## config.mk

```make
export PLATFORM = sky130hd
export DESIGN_NAME = cps_game
export DESIGN_NICKNAME = d
export VERILOG_FILES = /design/src/hdl/cps_game_pkg.sv /design/src/hdl/cps_eeprom_if.sv /design/src/hdl/cps_game.sv /design/src/hdl/cps_eeprom.sv /design/src/hdl/cps_cpu_ctrl.sv /design/src/hdl/cps_cen_gen.sv
export SDC_FILE = /design/constraint.sdc
export NUM_CORES = 2
export LEC_CHECK = 0
export BUFFER_PORTS_ARGS = -buffer_cell sky130_fd_sc_hd__buf_4
export CORE_MARGIN = 2
export CORE_UTILIZATION = 40
export CTS_BUF_LIST = sky130_fd_sc_hd__clkbuf_8 sky130_fd_sc_hd__clkbuf_16
export DETAILED_ROUTE_END_ITERATION = 16
export HOLD_SLACK_MARGIN = 0.08
export RECOVER_POWER = 100
export SLEW_MARGIN = 20
export SYNTH_ARGS = -nofsm -noshare
export SYNTH_HDL_FRONTEND = slang
export SYNTH_SLANG_ARGS = --single-unit
```

## constraint.sdc

```tcl
create_clock -name clk -period 3.9 [get_ports clk]
set_input_delay 0.195 -clock clk [delete_from_list [all_inputs] [get_ports clk]]
set_output_delay 0.195 -clock clk [all_outputs]
set_load 0.02 [all_outputs]
```

## src/hdl/cps_game_pkg.sv

```systemverilog
// Shared sizes, timing constants and EEPROM command encodings
// for the arcade board timing and housekeeping slice
`default_nettype none

package cps_game_pkg;

    // EEPROM geometry
    localparam int EE_WORDS = 64;

    typedef logic [15:0] ee_word_t;
    typedef logic [5:0]  ee_addr_t;

    // Opcodes following the start bit
    localparam logic [1:0] EE_OP_READ  = 2'b10;
    localparam logic [1:0] EE_OP_WRITE = 2'b01;
    localparam logic [1:0] EE_OP_ERASE = 2'b11;
    localparam logic [1:0] EE_OP_EXT   = 2'b00;

    // Extended codes, only when the opcode is zero
    localparam logic [1:0] EE_EXT_EWDS = 2'b00;
    localparam logic [1:0] EE_EXT_WRAL = 2'b01;
    localparam logic [1:0] EE_EXT_ERAL = 2'b10;
    localparam logic [1:0] EE_EXT_EWEN = 2'b11;

    typedef struct packed {
        logic [1:0] op;
        ee_addr_t   addr;
    } ee_cmd_std_t;

    typedef struct packed {
        logic [1:0] op;
        logic [1:0] ext;
        logic [3:0] dc;
    } ee_cmd_ext_t;

    typedef union packed {
        ee_cmd_std_t std;
        ee_cmd_ext_t ext;
    } ee_cmd_t;

    // EEPROM serial FSM states
    localparam logic [2:0] EE_ST_IDLE = 3'd0;
    localparam logic [2:0] EE_ST_CMD  = 3'd1;
    localparam logic [2:0] EE_ST_READ = 3'd2;
    localparam logic [2:0] EE_ST_DATA = 3'd3;
    localparam logic [2:0] EE_ST_BUSY = 3'd4;

    localparam int EE_BUSY_CYCLES = 200;

    // Clock-enable pattern and CPU thinning
    localparam int CEN_PERIOD    = 12;
    localparam int CPU_SLOW_KEEP = 5;
    localparam int CPU_SLOW_OF   = 6;

endpackage

`default_nettype wire
```

## src/hdl/cps_eeprom_if.sv

```systemverilog
// Serial pins of the settings EEPROM
// Host drives clock, data and select, chip returns data and ready
`timescale 1ns/100ps
`default_nettype none

interface cps_eeprom_if;

    logic sclk;
    logic sdi;
    logic scs;
    // Data out, or ready while not reading
    logic sdo;

    modport host (
        output sclk,
        output sdi,
        output scs,
        input  sdo
    );

    modport chip (
        input  sclk,
        input  sdi,
        input  scs,
        output sdo
    );

endinterface

`default_nettype wire

```

## src/hdl/cps_game.sv

```systemverilog
// Game board top level, timing and housekeeping slice
// Clock enables, main CPU rate with turbo bus rule, settings EEPROM
`timescale 1ns/100ps
`default_nettype none

module cps_game (
    input  logic clk,
    input  logic arst_n,
    input  logic turbo,
    input  logic cpu_speed,
    input  logic busreq,
    output logic cen16,
    output logic cen12,
    output logic cen8,
    output logic cpu_cen,
    output logic busack,
    // EEPROM pins from the main CPU
    input  logic eeprom_sclk,
    input  logic eeprom_sdi,
    input  logic eeprom_scs,
    output logic eeprom_sdo
);

    cps_eeprom_if eeprom_if ();

    assign eeprom_if.sclk = eeprom_sclk;
    assign eeprom_if.sdi  = eeprom_sdi;
    assign eeprom_if.scs  = eeprom_scs;
    assign eeprom_sdo     = eeprom_if.sdo;

    cps_cen_gen u_cen (
        .clk       ( clk        ),
        .arst_n    ( arst_n     ),
        .cen16     ( cen16      ),
        .cen12     ( cen12      ),
        .cen8      ( cen8       )
    );

    // CPU rate derives from cen12
    cps_cpu_ctrl u_cpu_ctrl (
        .clk       ( clk        ),
        .arst_n    ( arst_n     ),
        .cen12     ( cen12      ),
        .cpu_speed ( cpu_speed  ),
        .turbo     ( turbo      ),
        .busreq    ( busreq     ),
        .cpu_cen   ( cpu_cen    ),
        .busack    ( busack     )
    );

    cps_eeprom u_eeprom (
        .clk       ( clk        ),
        .arst_n    ( arst_n     ),
        .pins      ( eeprom_if  )
    );

endmodule

`default_nettype wire

```

## src/hdl/cps_eeprom.sv

```systemverilog
// 93C46-style serial settings EEPROM, 64 words of 16 bits
// Handles read, write, erase, bulk write/erase and the write-enable latch,
// with a fixed busy period after every change to the array
`timescale 1ns/100ps
`default_nettype none

module cps_eeprom (
    input  logic        clk,
    input  logic        arst_n,
    cps_eeprom_if.chip  pins
);

    logic [2:0] sync1;
    logic [2:0] sync2;
    logic       sclk_l;
    logic       sclk_rise;
    logic       sdi_s;
    logic       scs_s;

    logic [2:0]                st;
    logic [4:0]                bit_cnt;
    cps_game_pkg::ee_cmd_t     cmd;
    cps_game_pkg::ee_cmd_t     cmd_next;
    cps_game_pkg::ee_word_t    data_sr;
    logic [16:0]               rd_sr;
    logic                      wen;
    logic                      wr_pend;
    logic                      wr_all;
    cps_game_pkg::ee_addr_t    wr_addr;
    cps_game_pkg::ee_word_t    wr_data;
    logic [7:0]                busy_cnt;
    logic                      op_go;
    logic                      rd_load;
    logic                      data_shift;

    cps_game_pkg::ee_word_t mem [cps_game_pkg::EE_WORDS];

    // Two-flop synchronizer on all serial inputs, then sclk edge detect
    always_ff @(posedge clk or negedge arst_n) begin
        if (!arst_n) begin
            sync1  <= 3'd0;
            sync2  <= 3'd0;
            sclk_l <= 1'b0;
        end else begin
            sync1  <= {pins.sclk, pins.sdi, pins.scs};
            sync2  <= sync1;
            sclk_l <= sync2[2];
        end
    end

    assign sclk_rise = sync2[2] & ~sclk_l;
    assign sdi_s     = sync2[1];
    assign scs_s     = sync2[0];

    assign cmd_next = {cmd[6:0], sdi_s};

    // Last address bit of a READ loads the output shifter
    assign rd_load = st == cps_game_pkg::EE_ST_CMD && scs_s && sclk_rise &&
                     bit_cnt == 5'd7 && cmd_next.std.op == cps_game_pkg::EE_OP_READ;

    assign data_shift = st == cps_game_pkg::EE_ST_DATA && scs_s && sclk_rise &&
                        bit_cnt != 5'd16;

    // Completed command when select drops
    assign op_go = !scs_s &&
                   ((st == cps_game_pkg::EE_ST_CMD && bit_cnt == 5'd8) ||
                    (st == cps_game_pkg::EE_ST_DATA && bit_cnt == 5'd16));

    always_ff @(posedge clk or negedge arst_n) begin
        if (!arst_n) begin
            st       <= cps_game_pkg::EE_ST_IDLE;
            bit_cnt  <= 5'd0;
            cmd      <= '0;
            wen      <= 1'b0;
            wr_pend  <= 1'b0;
            wr_all   <= 1'b0;
            wr_addr  <= '0;
            busy_cnt <= 8'd0;
        end else begin
            case (st)
                cps_game_pkg::EE_ST_IDLE: begin
                    bit_cnt <= 5'd0;
                    // Leading zeros are skipped until the start bit
                    if (scs_s && sclk_rise && sdi_s) begin
                        st <= cps_game_pkg::EE_ST_CMD;
                    end
                end
                cps_game_pkg::EE_ST_CMD: begin
                    if (!scs_s) begin
                        st <= cps_game_pkg::EE_ST_IDLE;
                    end else if (sclk_rise && bit_cnt != 5'd8) begin
                        cmd     <= cmd_next;
                        bit_cnt <= bit_cnt + 5'd1;
                        if (bit_cnt == 5'd7) begin
                            if (cmd_next.std.op == cps_game_pkg::EE_OP_READ) begin
                                st <= cps_game_pkg::EE_ST_READ;
                            end else if (cmd_next.std.op == cps_game_pkg::EE_OP_WRITE ||
                                         (cmd_next.ext.op == cps_game_pkg::EE_OP_EXT &&
                                          cmd_next.ext.ext == cps_game_pkg::EE_EXT_WRAL)) begin
                                st      <= cps_game_pkg::EE_ST_DATA;
                                bit_cnt <= 5'd0;
                            end
                        end
                    end
                end
                cps_game_pkg::EE_ST_READ: begin
                    if (!scs_s) begin
                        st <= cps_game_pkg::EE_ST_IDLE;
                    end
                end
                cps_game_pkg::EE_ST_DATA: begin
                    if (!scs_s) begin
                        st <= cps_game_pkg::EE_ST_IDLE;
                    end else if (data_shift) begin
                        bit_cnt <= bit_cnt + 5'd1;
                    end
                end
                default: begin
                    // Busy: one array word per cycle while a write is pending
                    if (wr_pend) begin
                        wr_addr <= wr_addr + 1'b1;
                        if (!wr_all ||
                            wr_addr == cps_game_pkg::ee_addr_t'(cps_game_pkg::EE_WORDS - 1)) begin
                            wr_pend <= 1'b0;
                        end
                    end
                    if (busy_cnt == 8'd0) begin
                        st <= cps_game_pkg::EE_ST_IDLE;
                    end else begin
                        busy_cnt <= busy_cnt - 8'd1;
                    end
                end
            endcase

            if (op_go) begin
                if (cmd.ext.op == cps_game_pkg::EE_OP_EXT &&
                    cmd.ext.ext == cps_game_pkg::EE_EXT_EWEN) begin
                    wen <= 1'b1;
                end else if (cmd.ext.op == cps_game_pkg::EE_OP_EXT &&
                             cmd.ext.ext == cps_game_pkg::EE_EXT_EWDS) begin
                    wen <= 1'b0;
                end else if (wen) begin
                    // Write, erase, WRAL or ERAL
                    st       <= cps_game_pkg::EE_ST_BUSY;
                    busy_cnt <= 8'(cps_game_pkg::EE_BUSY_CYCLES - 1);
                    wr_pend  <= 1'b1;
                    wr_all   <= cmd.std.op == cps_game_pkg::EE_OP_EXT;
                    wr_addr  <= (cmd.std.op == cps_game_pkg::EE_OP_EXT) ? '0 : cmd.std.addr;
                end
            end
        end
    end

    always_ff @(posedge clk) begin
        if (data_shift) begin
            data_sr <= {data_sr[14:0], sdi_s};
        end
        // Erase variants store all ones
        if (op_go) begin
            wr_data <= (st == cps_game_pkg::EE_ST_DATA) ? data_sr : '1;
        end
        if (rd_load) begin
            rd_sr <= {1'b0, mem[cmd_next.std.addr]};
        end else if (st == cps_game_pkg::EE_ST_READ && sclk_rise) begin
            rd_sr <= {rd_sr[15:0], 1'b0};
        end
    end

    // Array starts out fully erased
    always_ff @(posedge clk or negedge arst_n) begin
        if (!arst_n) begin
            for (int i = 0; i < cps_game_pkg::EE_WORDS; i++) begin
                mem[i] <= '1;
            end
        end else if (st == cps_game_pkg::EE_ST_BUSY && wr_pend) begin
            mem[wr_addr] <= wr_data;
        end
    end

    // Data during read-out, ready level otherwise
    assign pins.sdo = (st == cps_game_pkg::EE_ST_READ) ? rd_sr[16] :
                      (st != cps_game_pkg::EE_ST_BUSY);

endmodule

`default_nettype wire

```

## src/hdl/cps_cpu_ctrl.sv

```systemverilog
// Main CPU clock enable and bus sharing
// Thins cen12 down to 10 MHz unless fast or turbo is selected,
// and grants the bus to video DMA only at CPU cycle boundaries
`timescale 1ns/100ps
`default_nettype none

module cps_cpu_ctrl (
    input  logic clk,
    input  logic arst_n,
    input  logic cen12,
    input  logic cpu_speed,
    input  logic turbo,
    input  logic busreq,
    output logic cpu_cen,
    output logic busack
);

    logic [2:0] slow_cnt;
    logic       fast;
    logic       keep;
    logic       bus_grant;

    assign fast = cpu_speed | turbo;

    // Slow mode lets 5 out of 6 cen12 pulses through
    assign keep = fast || (slow_cnt < 3'(cps_game_pkg::CPU_SLOW_KEEP));

    always_ff @(posedge clk or negedge arst_n) begin
        if (!arst_n) begin
            slow_cnt <= 3'd0;
            cpu_cen  <= 1'b0;
        end else begin
            cpu_cen <= cen12 & keep;
            if (cen12) begin
                if (slow_cnt == 3'(cps_game_pkg::CPU_SLOW_OF - 1)) begin
                    slow_cnt <= 3'd0;
                end else begin
                    slow_cnt <= slow_cnt + 3'd1;
                end
            end
        end
    end

    // Grant follows the request, sampled when the CPU advances
    always_ff @(posedge clk or negedge arst_n) begin
        if (!arst_n) begin
            bus_grant <= 1'b0;
        end else if (cpu_cen) begin
            bus_grant <= busreq & ~turbo;
        end
    end

    // A turbo CPU never yields, so DMA always sees the bus as granted
    assign busack = bus_grant | turbo;

endmodule

`default_nettype wire

```

## src/hdl/cps_cen_gen.sv

```systemverilog
// Clock-enable generator
// Derives 16, 12 and 8 MHz one-cycle strobes from the 48 MHz clock
`timescale 1ns/100ps
`default_nettype none

module cps_cen_gen (
    input  logic clk,
    input  logic arst_n,
    output logic cen16,
    output logic cen12,
    output logic cen8
);

    logic [3:0] phase;

    always_ff @(posedge clk or negedge arst_n) begin
        if (!arst_n) begin
            phase <= 4'd0;
            cen16 <= 1'b0;
            cen12 <= 1'b0;
            cen8  <= 1'b0;
        end else begin
            if (phase == 4'(cps_game_pkg::CEN_PERIOD - 1)) begin
                phase <= 4'd0;
            end else begin
                phase <= phase + 4'd1;
            end

            // All three strobes line up on phase zero
            cen16 <= phase == 4'd0 || phase == 4'd3 ||
                     phase == 4'd6 || phase == 4'd9;
            cen12 <= phase == 4'd0 || phase == 4'd4 || phase == 4'd8;
            cen8  <= phase == 4'd0 || phase == 4'd6;
        end
    end

endmodule

`default_nettype wire

```

# Word-level counts from Yosys, hierarchy flattened

Index checks and enable logic that the tools add are counted.

Flip-flop bits (word level): 1,125
Input bits: 8
Output and inout bits: 6
Logic and storage cells: 232

$add $sub $neg: 5
Order comparisons: 4
Equal/unequal tests: 26
Mux-type cells: 54
Bitwise logic cells: 11
Reduce and logical (&&, ||, !) cells: 46

Operator list:

| kind                                                                          | number |
|---|---|
| 1024-bit bitwise mux                                                          | 1 |
| 16-bit binary-select mux with 6-bit select                                    | 1 |
| 16-bit demux with 6-bit select                                                | 1 |
| 16-bit two-way mux                                                            | 5 |
| 8-bit two-way mux                                                             | 6 |
| 6-bit two-way mux                                                             | 7 |
| 3-bit two-way mux                                                             | 13 |
| 5-bit two-way mux                                                             | 7 |
| 1-bit logical AND                                                             | 19 |
| 5-bit case mux with 3 select lines                                            | 1 |
| 7-bit >= comparator (second input constant)                                   | 2 |
| 6-bit inverter with 7-bit output                                              | 2 |
| 4-bit equality test (second input constant)                                   | 3 |
| 1-bit logical OR                                                              | 10 |
| 1-bit two-way mux                                                             | 10 |
| 3-bit case mux with 3 select lines                                            | 1 |
| 4-bit by 3-bit equality test with 1-bit output (second input constant)        | 2 |
| 8-bit zero test                                                               | 1 |
| 8-bit by 1-bit subtractor with 8-bit output (second input constant)           | 1 |
| 7-bit by 1-bit less-than comparator with 1-bit output (second input constant) | 1 |
| 6-bit by 1-bit adder with 6-bit output (second input constant)                | 1 |
| 3-bit by 2-bit equality test with 1-bit output (second input constant)        | 2 |
| 3-bit equality test (second input constant)                                   | 2 |
| 6-bit equality test (second input constant)                                   | 1 |
| 32 further kinds                                                              | 46 |

# Longest topological paths before layout

Depth after elaboration: 13
Gate-level depth with buffers: 10
Mapped depth without buffers: 7

# Cells and area by module

A second synthesis with hierarchy kept.

Cell total of the unflattened synthesis: 3,375
Area, all modules: 52,624.2 um^2

By module, submodules not included:

| module       | instances | cells an instance | area an instance (um^2) | sequential area each (um^2) |
|---|---|---|---|---|
| cps_eeprom   | 1         | 3,329             | 52,096.2                | 29,368.2 |
| cps_cen_gen  | 1         | 28                | 317.8                   | 175.2 |
| cps_cpu_ctrl | 1         | 18                | 210.2                   | 125.1 |

# Least setup slack after synthesis

No wires, ideal clock.

Path kind: flip-flop to flip-flop
Start point: register u_eeprom.st[1]
End point: register u_eeprom.data_sr[0], enable pin
Data arrival time: 2.589 ns
Slack: 0.881 ns
Cell stages (with the launch flop): 5
Path buffers: 2
Cells stage by stage: dfrtp_1 -> clkbuf_1 -> nand2b_1 -> clkbuf_1 -> nor4_1

Longest elaborated chain between the ends: 4

RTL lines:

| what                                           | line              | RTL |
|---|---|---|
| start: declaration                             | cps_eeprom.sv:20  | `logic [2:0] st;` |
| start signal: assignment                       | cps_eeprom.sv:71  | `st <= cps_game_pkg::EE_ST_IDLE;` |
| start signal: assignment                       | cps_eeprom.sv:85  | `st <= cps_game_pkg::EE_ST_CMD;` |
| start signal: assignment                       | cps_eeprom.sv:90  | `st <= cps_game_pkg::EE_ST_IDLE;` |
| 3-bit by 2-bit equality test with 1-bit output | cps_eeprom.sv:61  | `assign data_shift = st == cps_game_pkg::EE_ST_DATA && scs_s && sclk_rise &&` |
| 1-bit logical AND (3 in series)                | cps_eeprom.sv:61  |  |
| net u_eeprom.data_shift                        | cps_eeprom.sv:34  | `logic data_shift;` |
| end signal: assignment                         | cps_eeprom.sv:156 | `data_sr <= {data_sr[14:0], sdi_s};` |
| end: declaration                               | cps_eeprom.sv:24  | `cps_game_pkg::ee_word_t data_sr;` |

The timed path passes the listed nets, and every way through them passes these cells.
A chain may end at the register's enable or synchronous reset.

# Worst setup path in the final report

Start point: register u_eeprom.st[1]
End point: register u_eeprom.mem[358] in the netlist's numbering

Longest elaborated chain between the ends: 2

RTL lines:

| what                           | line              | RTL |
|---|---|---|
| 3-bit equality test            | cps_eeprom.sv:175 | `end else if (st == cps_game_pkg::EE_ST_BUSY && wr_pend) begin` |
| 1-bit logical AND              | cps_eeprom.sv:175 |  |
| end signal: indexed assignment | cps_eeprom.sv:176 | `mem[wr_addr] <= wr_data;` |
| end: declaration               | cps_eeprom.sv:36  | `cps_game_pkg::ee_word_t mem [cps_game_pkg::EE_WORDS];` |

Every way passes these cells.

==> impl_metrics.json <==
{
  "status": "complete, but fails checks",
  "failed_checks": "max-capacitance violations, max-slew violations",
  "min_period_ns": 3.71,
  "synth_cells": 3457,
  "insertion_delay_ns": 0.76,
  "synthTopCellsByCount": "1171 x mux2_2, 1024 x dfstp_2, 185 x mux4_2",
  "cap_violations": 3,
  "layout-drive-gt1-share_pct": 78.0,
  "fin_cells": 5299,
  "grt_max_degree": 158,
  "dieArea_um2": 135000,
  "crit_path_start_kind": "flop",
  "relSlewSlack_pct": -74.4,
  "slew_viol_final": 132,
  "hold_viol": 0,
  "rsz0062_at_grt": "false",
  "synthTopCellsByArea": "dfstp_2 51%, mux2_2 25%, mux4_2 7.9%, edfxtp_1 2.7%, dfrtp_1 2.5%",
  "hold_depth": 4,
  "tns_ns": 0,
  "worstMarginPinSlew_ns": 2.62,
  "core-area_um2": 131000,
  "dr.pass1.iters": 5,
  "placedCellCount": 5064,
  "routed_via_density": 5.64,
  "max-vdd-ir-drop_mv": 0.458,
  "cts.sinks": 1125,
  "leakage_nw": 23.6,
  "power.density_nw_per_um2": 501,
  "dr_total_vias": 29900,
  "antenna_found_initial": 4,
  "finalClockSkew_ns": 0.0485,
  "ant_nets": 0,
  "hold_class": "in2reg",
  "worstPathArrival_ns": 4.38,
  "place_congestion": 0.880,
  "rr_worst_depth": 5,
  "io_buffers": 13,
  "fin_util_pct": 45.3,
  "max-clock-path-buffers": 3,
  "cts_tree": "yes",
  "r2r-end": "u_eeprom.mem[358]",
  "cp-end-kind": "flop",
  "setup_violations": 0,
  "post-place-ws_ns": 0.585,
  "synthesis.area_um2": 52900,
  "layout.nets": 3457,
  "crit_type": "reg2reg",
  "synth_top_area_share_pct": 50.9,
  "routed_wl_mm": 137,
  "grt_pass1_vias": 30800,
  "hold_start": "turbo",
  "area_growth_pct": 12.3,
  "yosys_most_used_dff": "dfstp_2",
  "wl_per_cell_um": 25.9,
  "grt_usage_pct": 20.3,
  "fmax_mhz": 270,
  "ys_seq_elements": 1125,
  "layout_setup_ws_ns": 0.192,
  "critPathMaxFanout": 16,
  "row_count": 133,
  "r2r_slack_ns": 0.19,
  "synth_seq_area_share_pct": 56.1,
  "cts_setup_buffers": 0,
  "ys_async_sr_fraction_pct": 95.6,
  "synth_area_per_cell_um2": 15.3,
  "finalCritPeriodShare_pct": 95.1,
  "grt_pass1_wl_mm": 209,
  "synth_top_area_cell": "dfstp_2",
  "worst_r2r_startpoint": "u_eeprom.st[1]",
  "min_to": "u_cpu_ctrl.bus_grant",
  "cts-root-buf": "clkbuf_16",
  "cp.required_ns": 4.57,
  "syn_nets": 3474,
  "drc_errors": 0,
  "die_w_um": 368,
  "grt_overflow": 0,
  "dp_hpwl_mm": 84.3,
  "synth_edf_count": 48,
  "start_util_pct": 40.3,
  "clkTransAtPathRegs_ns": 0.06,
  "yosys.cell_count.top_type": "mux2_2",
  "die_y_um": 368,
  "synth_warnings": 0,
  "ios": 14,
  "cts_made_buffers": 118,
  "synth_cell_type_count": 66,
  "drt_iter0_drc": 1882,
  "h-tree-depth": 3
}
[routing by layer]
layer	vias up	track usage (%)	wire length (µm)	part of all wire [%]
met5	-	0	0	0
met4	0	5.20	3440	2.5
met3	186	2.60	4170	3.0
met2	464	32.8	65400	48
met1	16400	29.0	64200	47
li1	12900	-	-	-
[worst max-delay path, stage by stage, from the launching register on]
cell and delay [ns]:
dfrtp_1 0.54, nor2_1 0.39, nand3_1 0.21, nor3_1 0.89, nand2_1 1.00, mux2_2 0.57
[sequential cells by signal (all words and copies together), names as in the netlist, 3 cells and up]
name	cells
u_eeprom.sync2	3
u_eeprom.wr_data	16
u_eeprom.data_sr	16
u_cen.phase	4
u_eeprom.sync1	3
u_eeprom.rd_sr	17
u_eeprom.st	3
u_eeprom.cmd	8
u_eeprom.busy_cnt	8
u_cpu_ctrl.slow_cnt	3
u_eeprom.mem	1024
u_eeprom.wr_addr	6
u_eeprom.bit_cnt	5
[power by group]
part	total, mW	internal (mW)	leakage (nW)	switching (mW)
Clock	12.7	7.77	2.24	4.94
Combinational	5.07	1.71	9.70	3.36
Sequential	12.0	11.8	11.7	0.156
[logic make-up after synthesis]
family                   Yosys count  share of synthesized area, %
AO/OA/AOI/OAI                    290                          3.97
buffers and inverters            339                          2.90
adder cells (fa/ha/maj)            9                         0.213
multiplexers                    1385                          33.4
flip-flops                      1125                          56.1
AND/OR/NAND/NOR                  300                          3.33
XOR/XNOR                           9                         0.149
[timing repair]
item / 4_1_cts / 5_1_grt
hold buffers: 11 / 0
endpoints found under the hold margin: 147 / 0
gates resized for setup: 0 / 0
endpoints found under the setup margin: 0 / 0
[cell usage in the layout (no fill, tap or decap), drive strengths merged, types with 15 or more instances in the layout]
| master | instances |
|---|---|
| inv | 32 |
| a41oi | 15 |
| bufinv | 24 |
| nor3b | 35 |
| mux2i | 29 |
| clkinv | 25 |
| nor2 | 90 |
| nand2 | 68 |
| a221oi | 45 |
| mux2 | 1171 |
| o221ai | 24 |
| dfrtp | 52 |
| buf | 112 |
| nand3 | 22 |
| o21ai | 28 |
| a21boi | 19 |
| o22a | 15 |
| or3 | 20 |
| mux4 | 185 |
| edfxtp | 48 |
| dfstp | 1024 |
| clkbuf | 214 |
| o22ai | 108 |
[how the worst max path moves through the flow]
stage                                  from                   to  slack [ns]  cells after the start
after CTS                 u_eeprom.sync2[1]   u_eeprom.rd_sr[12]        0.56                      7
final                        u_eeprom.st[1]    u_eeprom.mem[358]        0.19                      5
after global placement    u_eeprom.sync2[1]   u_eeprom.rd_sr[11]        0.55                      8
after floorplan              u_eeprom.st[1]  u_eeprom.data_sr[0]        0.88                      4
after global routing         u_eeprom.st[1]    u_eeprom.mem[354]        0.18                      5
after detailed placement  u_eeprom.sync2[1]   u_eeprom.rd_sr[12]        0.59                      7
[cell type report]
class / instances / area [µm²]
Sequential cell: 1125 / 29700
Clock buffer: 150 / 3420
Timing Repair Buffer: 187 / 1480
Clock inverter: 73 / 1040
Antenna cell: 1 / 2.50
Fill cell: 11600 / 71900
Inverter: 15 / 56.3
Multi-Input combinational cell: 1993 / 21600
Tap cell: 1755 / 2200
[metrics by stage]
step | hold slack (ns) | cell area, µm² | power (mW)
2_1_floorplan | -0.101 | 52900 | 14.8
3_3_place_gp | 0.307 | 55300 | 17.3
3_5_place_dp | 0.306 | 55300 | 17.3
4_1_cts | 0.205 | 59800 | 30.1
5_1_grt | 0.261 | 59400 | 30.8
6_report | 0.269 | 59400 | 29.8
No activity file was read; power rests on OpenSTA's default activity.
